--- src/ooo_issue_macros.svh ---
`ifndef OOO_ISSUE_MACROS_SVH
`define OOO_ISSUE_MACROS_SVH

// datapath widths
`define XLEN 32
`define TAG_W 6

// dispatch slots per cycle
`define WRITE_NUM 2

// execution resources
`define ALU_NUM 2
`define WAKE_NUM 3

// queue depths
`define ALU_QUEUE_LEN 8
`define MUL_QUEUE_LEN 4

// multiplier pipeline depth
`define MUL_LAT 3

`endif

--- src/ooo_issue_pkg.sv ---
`include "ooo_issue_macros.svh"

package ooo_issue_pkg;

    typedef logic [`XLEN-1:0] word_t;
    typedef logic [`TAG_W-1:0] tag_t;

    typedef enum logic [2:0] {
        OP_ADD = 3'd0,
        OP_SUB = 3'd1,
        OP_AND = 3'd2,
        OP_OR  = 3'd3,
        OP_XOR = 3'd4,
        OP_SLL = 3'd5,
        OP_SRL = 3'd6,
        OP_MUL = 3'd7
    } opcode_e;

    // which queue an operation belongs to
    typedef enum logic {
        ALU = 1'b0,
        MUL = 1'b1
    } entry_type_e;

    typedef struct packed {
        logic  ready;
        tag_t  tag;
        word_t data;
    } src_t;

    typedef struct packed {
        opcode_e op;
        tag_t    dst;
        src_t    src1;
        src_t    src2;
    } entry_t;

    typedef struct packed {
        logic        valid;
        entry_type_e entry_type;
        entry_t      entry;
    } write_req_t;

    typedef struct packed {
        logic   valid;
        entry_t entry;
    } read_resp_t;

    // result broadcast, doubles as wakeup
    typedef struct packed {
        logic  valid;
        tag_t  tag;
        word_t data;
    } complete_t;

endpackage

--- src/mul_pipe.sv ---
`timescale 1ns/1ps
`include "ooo_issue_macros.svh"

module mul_pipe
    import ooo_issue_pkg::*;
(
    input  logic       clk,
    input  logic       arst_n,
    input  logic       flush,
    input  read_resp_t issue,
    output complete_t  complete
);
    logic [`MUL_LAT-1:0]  vld;
    tag_t                 tag_q [`MUL_LAT];
    word_t                a_q;
    word_t                b_q;
    logic [2*`XLEN-1:0]   a_ext;
    logic [2*`XLEN-1:0]   b_ext;
    logic [2*`XLEN-1:0]   prod_q;
    word_t                data_q;

    assign a_ext = {{`XLEN{1'b0}}, a_q};
    assign b_ext = {{`XLEN{1'b0}}, b_q};

    // valid shifts alongside the data stages
    always_ff @(posedge clk or negedge arst_n) begin
        if (!arst_n) begin
            vld <= '0;
        end else if (flush) begin
            vld <= '0;
        end else begin
            vld <= {vld[`MUL_LAT-2:0], issue.valid};
        end
    end

    always_ff @(posedge clk) begin
        a_q      <= issue.entry.src1.data;
        b_q      <= issue.entry.src2.data;
        prod_q   <= a_ext * b_ext;
        // low word only leaves the pipe
        data_q   <= prod_q[`XLEN-1:0];
        tag_q[0] <= issue.entry.dst;
        for (int i = 1; i < `MUL_LAT; i++) begin
            tag_q[i] <= tag_q[i-1];
        end
    end

    assign complete.valid = vld[`MUL_LAT-1];
    assign complete.tag   = tag_q[`MUL_LAT-1];
    assign complete.data  = data_q;

    a_only_mul: assert property (@(posedge clk) disable iff (!arst_n)
        issue.valid |-> issue.entry.op == OP_MUL);

endmodule

--- config.mk ---
export PLATFORM = sky130hd
export DESIGN_NAME = mul_pipe
export DESIGN_NICKNAME = d
export VERILOG_FILES = /design/src/ooo_issue_pkg.sv /design/src/mul_pipe.sv
export VERILOG_INCLUDE_DIRS = /design/src
export SDC_FILE = /design/constraint.sdc
export NUM_CORES = 1
export LEC_CHECK = 0
export BUFFER_PORTS_ARGS = -buffer_cell sky130_fd_sc_hd__buf_2
export CAP_MARGIN = 20
export CORE_UTILIZATION = 45
export DETAILED_ROUTE_END_ITERATION = 6
export GPL_TIMING_DRIVEN = 0
export PLACE_DENSITY = 0.69
export RECOVER_POWER = 50
export REMOVE_ABC_BUFFERS = 1
export SLEW_MARGIN = 15
export SYNTH_ARGS = -nofsm -noshare
export SYNTH_HDL_FRONTEND = slang
export SYNTH_SLANG_ARGS = --single-unit
export TNS_END_PERCENT = 5
--- constraint.sdc ---
create_clock -name clk -period 12.5 [get_ports clk]
set_input_delay 2.5 -clock clk [delete_from_list [all_inputs] [get_ports clk]]
set_output_delay 2.5 -clock clk [all_outputs]
set_load 0.02 [all_outputs]
Yosys cells after proc, flatten, opt, wreduce, memory -nomap -nowiden
Memories as Yosys holds them, arrays and structs flattened.
Cells that the tools add are included.
{ "word_totals": {"register_bits": 131, "ram_bits": 18, "n_memories": 1} }
{ "op_classes": {"multipliers": 1, "n_mux": 1} }
{ "memory_table": {"columns": ["memory", "depth", "word_bits", "rd", "rd_ports_with_merged_regs", "write_ports", "line_no", "rtl"], "rows": [
  ["tag_q", 3, 6, 3, 0, 3, "mul_pipe.sv:14", "tag_t tag_q [`MUL_LAT];"]
]} }
{ "op_table": {"columns": ["cell", "count"], "rows": [
  ["32-bit by 32-bit multiplier with 32-bit output", 1],
  ["3-bit two-way mux", 1]
]} }

Logic depth before layout (Yosys ltp)
Gate-level depths: netlist of the first run.
{ "depth": {"word_depth": 1, "ltp_mapped": 27} }

Least setup slack after synthesis of the first run
Ideal clock, no wire load.
{ "synth_timing": {"path_type": "register -> register", "from": "register b_q[2]", "to": "register prod_q[30]", "setup_time_ns": 0.118, "arrival_ns": 6.510, "t_required_ns": 12.382, "setup_slack_ns": 5.872, "path_stages_with_launch": 26, "path_buffers": 2, "path_cell_list": "dfxtp_1 -> clkbuf_1 -> clkbuf_1 -> and2_1 -> fa_1 -> inv_1 -> fa_1 -> fa_1 -> fa_1 -> inv_1 -> fa_1 -> inv_1 -> fa_1 -> inv_1 -> fa_1 -> fa_1 -> ha_1 -> o21a_1 -> o21a_1 -> o21a_1 -> o21ai_0 -> a21oi_1 -> nand2_1 -> o21ai_0 -> o41a_1 -> xor2_1"} }
{ "synth_via": {"elab_chain_cells": 1} }
{ "synth_rtl": {"columns": ["element", "line_no", "rtl"], "rows": [
  ["start, declared", "mul_pipe.sv:16", "word_t b_q;"],
  ["start signal, assigned", "mul_pipe.sv:38", "b_q <= issue.entry.src2.data;"],
  ["32-bit by 32-bit multiplier with 32-bit output", "mul_pipe.sv:39", "prod_q <= a_ext * b_ext;"],
  ["end signal, assigned", "mul_pipe.sv:39", null],
  ["end, declared", "mul_pipe.sv:19", "logic [2*`XLEN-1:0] prod_q;"]
]} }
Every way passes these cells.

Final worst setup path of the first run
{ "layout_timing": {"from": "register b_q[8]", "to": "register prod_q[30]"} }
The elaborated chain is that of the path after synthesis.

==> summary.md, run 1 <==
| Metric | Value |
|---|---|
| Starting Density | 45.8% |
| Max-cap violations | 0 |
| Dpl hpwl | roughly 33000 um |
| Rel. slew slack | 3.73% |
| Synth Instances | 1863 |
| Vias in the first global route | 13800 |
| Crit-path slowest cell | dfxtp_1 |
| First-pass DRT Iterations | 7 |
| Synth top area share | a little over two fifths |
| Initial detailed-routing violation count | approximately 660 |
| Number of flops mapped to enable cells by yosys | 0 |
| Clk sinks | about 150 |
| Share of post-route cells with drive strength above 1 | 8.11% |
| Worst-path maximum fanout | 24 |
| Post-synthesis cell type count | 39 |
| CP dominant cell by count | fa_1 |
| Hold Buf Count CTS | 0 |
| Area of the multi-input gates | 14100 sq um |
| CP Data Required Time | 12.89 ns |
| Top post-synthesis cells by area | fa_1 (43%), dfxtp_1 (16%), and2_1 (12%) |
| Final hold vios | 0 |
| Reg clk slew, reported paths | 0.06 ns |
| Area growth, synth to finish | 8.22% |
| Seq/Total Area, Yosys | between 10% and 20% |
| #FFs+latches synth | 149 |
| Gr ovfl total | 0 |
| Std cell rows | 74 |
| CTS max path bufs | 2 |
| Met2 GRT Util | 36.9% |
| Num CTS Buffers | 17 |
| CP Data Arrival Time | 8.32 ns |
| CTS tree | built |
| RSZ-0062 raised after global routing | false |
| Failing checks | design-rule violations |
| Via density | between 5 and 6 |
| Wire per inst | 17.5 um |
| Filler cell count | 3788 |
| Worst path bufs/invs | 3 |
| Post-CTS setup buffers | 0 |
| Initial antenna violation count | 0 |
| Die Wd | slightly above 200 um |
| Drt total wl | roughly 43000 um |
| Area leader, netlist | fa_1 |
| CP Capture Type | flop |
| Synth top cells by count | fa_1 (408), and2_1 (368), inv_1 (360), nand2_1 (173), dfxtp_1 (146) |
| Slew @ Worst Pin | 1.44 ns |
| Post-route minimum period | 7.94 ns |
| Synth warnings | 0 |
| Crit-path cells | nand2_1 -> fa_1 -> inv_1 -> fa_1 -> fa_1 -> inv_1 -> fa_1 -> inv_1 -> fa_1 -> ha_1 -> fa_1 -> fa_1 -> ha_1 -> and3_1 -> nand2_1 -> a2111oi_0 -> a2bb2oi_1 -> a21oi_1 -> nand2_1 -> o21ai_0 -> o41a_1 -> xor2_1 |
| Syn avg cell area | 10.1 sq um |
| Remaining DRCs | 2 |
| Vias | between 10000 and 15000 |
| Root Driver | clkbuf_16 |
| Most used DFF post-synth | dfxtp_1 |
| Setup slack, reg-to-reg | between 4 and 5 ns |
| Pins Over Slew Limit | 0 |
| CP Launch Type | flop |
| Fmax | approximately 130 MHz |
| GRT Max-Usage Layer | met2 |
| Largest net degree at the start of global routing | 33 |
| Num ports | 130 |
| Mapped cell area | 18800 sq um |
| CTS resizes | 0 |
| ANT cells | 0 |
| First-pass GRT wire length | 71200 um |
| Fin crit share | a little under two thirds |
| Die Y | a little over 200 um |
| DIE AREA | 42600 sq um |
| Final setup viols | 0 |
| FFs w/ async S/R, synth | 2.01% |
| DRT antenna net count | 0 |
| Critical path type | flop to flop |
| Worst Clk Skew | ~0.020 ns |
| Crit-path max cell delay | about 1.1 ns |
| Status | complete, but fails checks |
| Clk_lat worst skew | 0.49 ns |
| Routability Congestion | about 0.84 |
| Final TNS setup | 0 ns |
| H-tree depth | 4 |
| GRT met1 Usage | 28.5% |
| Buffers on Ports | roughly 110 |
| Total GRT Usage | between 20% and 30% |
| Total core area | 41000 sq um |
| Most common cell in the netlist | fa_1 |
| Crit-path leading delay family | adder cells |
| Final nets | about 2500 |
| HP Class | flop to flop |
| Met3 Use GR | about 3.8% |
| Register area | 3000 sq um |
per-layer routing:
metal	part of all wire, %	vias to the layer above	wire length, um
met1	43	6439	18500
met5	0	-	0
met4	3.0	0	1270
met3	4.9	77	2100
li1	-	5502	-
met2	49	337	21100
metrics by stage:
step | instance area (sq um) | cells | hold slack, ns | util (%) | setup slack [ns]
after floorplan | 18400 | 1774 | 0.310 | - | 5.92
after global placement | 19700 | 2418 | 0.310 | 47.9 | 4.62
after detailed placement | 19700 | 2422 | 0.312 | 48.1 | 4.61
after CTS | 20300 | 2454 | 0.321 | 49.6 | 4.59
after global routing | 20300 | 2455 | 0.330 | 49.6 | 4.16
final | 20300 | 2455 | 0.324 | 49.6 | 4.56
cells by family after synthesis:
kind of cell	Yosys count	share of synthesized area, %
adder cells (fa/ha/maj)	531	51.6
AO/OA/AOI/OAI	78	2.78
XOR/XNOR	86	4.01
flip-flops	149	15.9
AND/OR/NAND/NOR	570	16.5
buffers and inverters	449	9.11
worst register-to-register path, cell delays in order (launching register included):
cell       delay (ns)
dfxtp_1          1.05
nand2_1          0.21
fa_1             0.57
inv_1            0.05
fa_1             0.43
fa_1             0.48
inv_1            0.05
fa_1             0.48
inv_1            0.05
fa_1             0.45
ha_1             0.31
fa_1             0.53
fa_1             0.45
ha_1             0.38
and3_1           0.23
nand2_1          0.11
a2111oi_0        0.44
a2bb2oi_1        0.28
a21oi_1          0.45
nand2_1          0.19
o21ai_0          0.29
o41a_1           0.18
xor2_1           0.19
final timing paths:
check / startpoint / end / depth (start not counted)
setup / recovery: b_q[8]$_DFF_P_ / prod_q[30]$_DFF_P_ / 22
hold / removal: tag_q[0][11]$_DFF_P_ / tag_q[0][17]$_DFF_P_ / 0
setup reg to reg: b_q[8]$_DFF_P_ / prod_q[30]$_DFF_P_ / 22
hold reg to reg: tag_q[0][11]$_DFF_P_ / tag_q[0][17]$_DFF_P_ / 0
max in group asynchronous: arst_n / vld[0]$_DFF_PN0_ / 1
min in group asynchronous: arst_n / vld[2]$_DFF_PN0_ / 1
registers in the layout, summed over array words and instances, names as in the netlist:
register,flops
a_q,32
b_q,32
data_q,32
prod_q,32
tag_q,18
vld,3
cell usage in the layout (no fill, tap or decap), drive strengths merged, types with 13 or more instances in the layout:
| master | count |
|---|---|
| a21o | 19 |
| a21oi | 22 |
| and2 | 368 |
| buf | 116 |
| clkbuf | 19 |
| dfxtp | 146 |
| fa | 408 |
| ha | 123 |
| inv | 368 |
| nand2 | 173 |
| o21ai | 13 |
| xnor2 | 67 |
| xor2 | 19 |
cell type report:
type,count,area share [%]
Tap cell,532,3.27
Sequential cell,149,14.8
Clock buffer,18,2.16
Inverter,360,6.64
Timing Repair Buffer,117,3.12
Multi-Input combinational cell,1265,69.3
Clock inverter,14,0.787
Power of run 1 is left out: the tool's default activity adds up to more than one toggle a clock period on the data nets, which glitch-free logic cannot reach.
==> inputs of run 2 (changes only) <==
ABC_AREA = 1   (was default)
PLACE_DENSITY = 0.72   (was 0.69)
clock period = 7.3 ns   (was 12.5 ns; I/O delays follow)
==> run 2 against run 1 <==
Against the previous run: the run now ends clean; final cell count is 27% higher; clock skew is 0.012 ns higher; die area is 6.4% higher; flip-flop and latch count stayed put; highest routed layer unchanged; core utilization hardly changed; largest cell class unchanged; wire length is 11% higher; via count is 20% higher; worst setup slack worse by 4.2 ns; synthesized area is 6.5% higher.
==> summary.md, run 2 <==
| Metric | Value |
|---|---|
| Reg clk slew, reported paths | 0.06 ns (about the same) |
| Total GRT Usage | 22.8% (+0.65 points) |
| Pins Over Slew Limit | 0 (unchanged) |
| CP dominant cell by count | fa_1 |
| Placed Area | 20900 sq um (+5.8%) |
| Synth Instances | 2485 (+33%) |
| Die Y | 213 um (+3.2%) |
| Hold Buf Count CTS | 0 (unchanged) |
| Fin crit share | 95.3% (+32 points) |
| CP Data Arrival Time | 7.32 ns (-1.00 ns) |
| Layout Cells excl Fill | 3107 (+27%) |
| Final hold vios | 0 (unchanged) |
| Crit-path max cell delay | 0.65 ns (-0.40 ns) |
| Slew @ Worst Pin | 0.832 ns (-0.610 ns) |
| Number of flops mapped to enable cells by yosys | 0 (unchanged) |
| Synth top cells by count | inv_1 (790), nand2_1 (705), fa_1 (408), dfxtp_1 (146), ha_1 (123) |
| Seq/Total Area, Yosys | 15.0% (-0.97 points) |
| Initial antenna violation count | 0 (unchanged) |
| CTS resizes | 6 (+6) |
| CP Launch Type | flop |
| End point of the critical path | prod_q[31]$_DFF_P_ |
| Fmax | 144 MHz (+14%) |
| Wire per inst | 15.4 um (-12%) |
| Crit-path slowest cell | dfxtp_1 |
| CP Capture Type | flop |
| Worst path bufs/invs | 7 (+4) |
| Status | complete, no violations |
| HP Class | flop to flop |
| Vias | 14900 (+20%) |
| CP Data Required Time | 7.66 ns (-5.23 ns) |
| Clk_lat worst skew | 0.50 ns (about the same) |
| Area leader, netlist | fa_1 |
| CTS max path bufs | 2 (unchanged) |
| RSZ-0062 raised after global routing | false |
| Vias in the first global route | 16000 (+16%) |
| Worst Clk Skew | 0.0324 ns (+0.0124 ns) |
| First-pass GRT wire length | 78700 um (+11%) |
| Syn avg cell area | 8.06 sq um (-20%) |
| Critical Path Start | a_q[8]$_DFF_P_ |
| GRT Max-Usage Layer | met2 |
| Top post-synthesis cells by area | fa_1 (41%), inv_1 (15%), dfxtp_1 (15%) |
| Max-cap violations | 0 (unchanged) |
| Met2 GRT Util | 37.8% (+0.88 points) |
| Post-synthesis cell type count | 35 (-10%) |
| Post-CTS setup buffers | 0 (unchanged) |
| Synth warnings | 0 (unchanged) |
| Synth top area share | 40.8% (-2.7 points) |
| GRT met1 Usage | 28.2% (-0.29 points) |
| Critical path type | flop to flop |
| Root Driver | clkbuf_16 |
| Starting Density | 46.1% (+0.24 points) |
| Die Wd | 213 um (+3.2%) |
| Final nets | 3131 (+24%) |
| CTS tree | built |
| Gr ovfl total | 0 (unchanged) |
| Num ports | 130 (unchanged) |
| Num CTS Buffers | 17 (unchanged) |
| Dpl hpwl | 37300 um (+12%) |
| Mapped cell area | 20000 sq um (+6.5%) |
| Rel. slew slack | 44.6% (+41 points) |
| Setup slack, reg-to-reg | 0.34 ns (-4.22 ns) |
| Total core area | 43500 sq um (+5.9%) |
| Crit-path leading delay family | adder cells |
| Worst-path maximum fanout | 16 (-33%) |
| Routability Congestion | 0.885 (+5.7%) |
| Largest net degree at the start of global routing | 34 (+3.0%) |
| Met3 Use GR | 5.34% (+1.5 points) |
| Most common cell in the netlist | inv_1 |
| DRT antenna net count | 0 (unchanged) |
| Most common cell after layout, fill and taps aside | inv_1 |
| Clk sinks | 149 (unchanged) |
| Remaining DRCs | 0 (-2) |
| Reg-to-Reg Start | a_q[8]$_DFF_P_ |
| Area growth, synth to finish | 7.62% |
| Initial detailed-routing violation count | 942 (+43%) |
| H-tree depth | 4 (unchanged) |
| Crit-path cells | buf_8 -> nand2_1 -> inv_1 -> fa_1 -> inv_1 -> fa_1 -> fa_1 -> inv_1 -> fa_1 -> inv_1 -> fa_1 -> fa_1 -> fa_1 -> fa_1 -> inv_1 -> ha_1 -> a21oi_1 -> o21bai_1 -> a21oi_1 -> o211ai_1 -> a31oi_2 -> inv_1 -> nand2_1 -> nand2_1 |
| First-pass DRT Iterations | 5 (-2) |
| Via density | 4.79 (-4.8%) |
| ANT cells | 0 (unchanged) |
| Levels on crit path | 24 (+9.1%) |
| Final TNS setup | 0 ns (unchanged) |
| Buffers on Ports | 112 (unchanged) |
| DIE AREA | 45300 sq um (+6.4%) |
| Share of post-route cells with drive strength above 1 | 7.77% (-0.34 points) |
| Std cell rows | 76 (+2.7%) |
| Reg2reg path depth | 24 (+9.1%) |
| #FFs+latches synth | 149 (unchanged) |
| Most frequent cells in the layout | inv_1 (790), nand2_1 (705), fa_1 (408), ha_1 (123), dfxtp_1 (114) |
| Post-route minimum period | 6.96 ns (-0.978 ns) |
| Most used DFF post-synth | dfxtp_1 |
| Worst reg2reg endpoint | prod_q[31]$_DFF_P_ |
| Drt total wl | 47800 um (+11%) |
| FFs w/ async S/R, synth | 2.01% (unchanged) |
| Final setup viols | 0 (unchanged) |
| Inst Count DP | 3074 (+27%) |
| Final Instance Area | 21500 sq um (+5.9%) |
[run 2: cell count changes after synthesis, sizes merged, moves of 5 or more]
cell | before | now
and2 | 368 | 0
o21a | 7 | 0
xor2 | 19 | 27
a21oi | 22 | 32
nand2 | 173 | 710
clkbuf | 82 | 72
nand3b | 0 | 5
buf | 7 | 40
a21o | 19 | 6
nand3 | 3 | 44
xnor2 | 67 | 14
nor2 | 10 | 24
inv | 360 | 794
[run 2: cell type report]
type | instances | area [sq um]
Fill cell | 4034 | 21900
Multi-Input combinational cell | 1430 | 13500
Sequential cell | 149 | 3050
Inverter | 794 | 2980
Tap cell | 585 | 732
Timing Repair Buffer | 117 | 652
Clock buffer | 18 | 439
Clock inverter | 14 | 159
[run 2: worst min-delay path by stage]
stage,start,endpoint,depth (start not counted)
6_report,prod_q[21]$_DFF_P_,data_q[21]$_DFF_P_,0
5_1_grt,prod_q[19]$_DFF_P_,data_q[19]$_DFF_P_,0
4_1_cts,prod_q[21]$_DFF_P_,data_q[21]$_DFF_P_,0
3_5_place_dp,prod_q[21]$_DFF_P_,data_q[21]$_DFF_P_,0
3_3_place_gp,prod_q[3]$_DFF_P_,data_q[3]$_DFF_P_,0
2_1_floorplan,prod_q[0]$_DFF_P_,data_q[0]$_DFF_P_,0
[run 2: kinds of logic after synthesis]
| kind of cell | synth area share, % |
|---|---|
| and+or+nand+nor | 15.5 |
| DFF | 15.0 |
| adders and majority gates | 48.5 |
| buffers and inverters | 17.4 |
| AOI/OAI and AO/OA | 1.77 |
| xor gates and xnor gates | 1.79 |
[run 2: layer usage]
layer	wire length, um	vias up	share of wire [%]
li1	-	6886	-
met1	19200	7311	40
met2	23000	575	48
met3	3860	112	8.1
met4	1750	0	3.7
met5	0	-	0
[run 2: per-stage QoR]
stage          util, %  hold WS [ns]  setup slack [ns]
3_3_place_gp      47.9         0.310            -0.116
5_1_grt           49.6         0.331             0.160
3_5_place_dp      48.1         0.312            -0.136
2_1_floorplan        -         0.310              1.05
4_1_cts           49.4         0.328           0.00855
6_report          49.6         0.327             0.343
Power of run 2 is left out for the same reason.
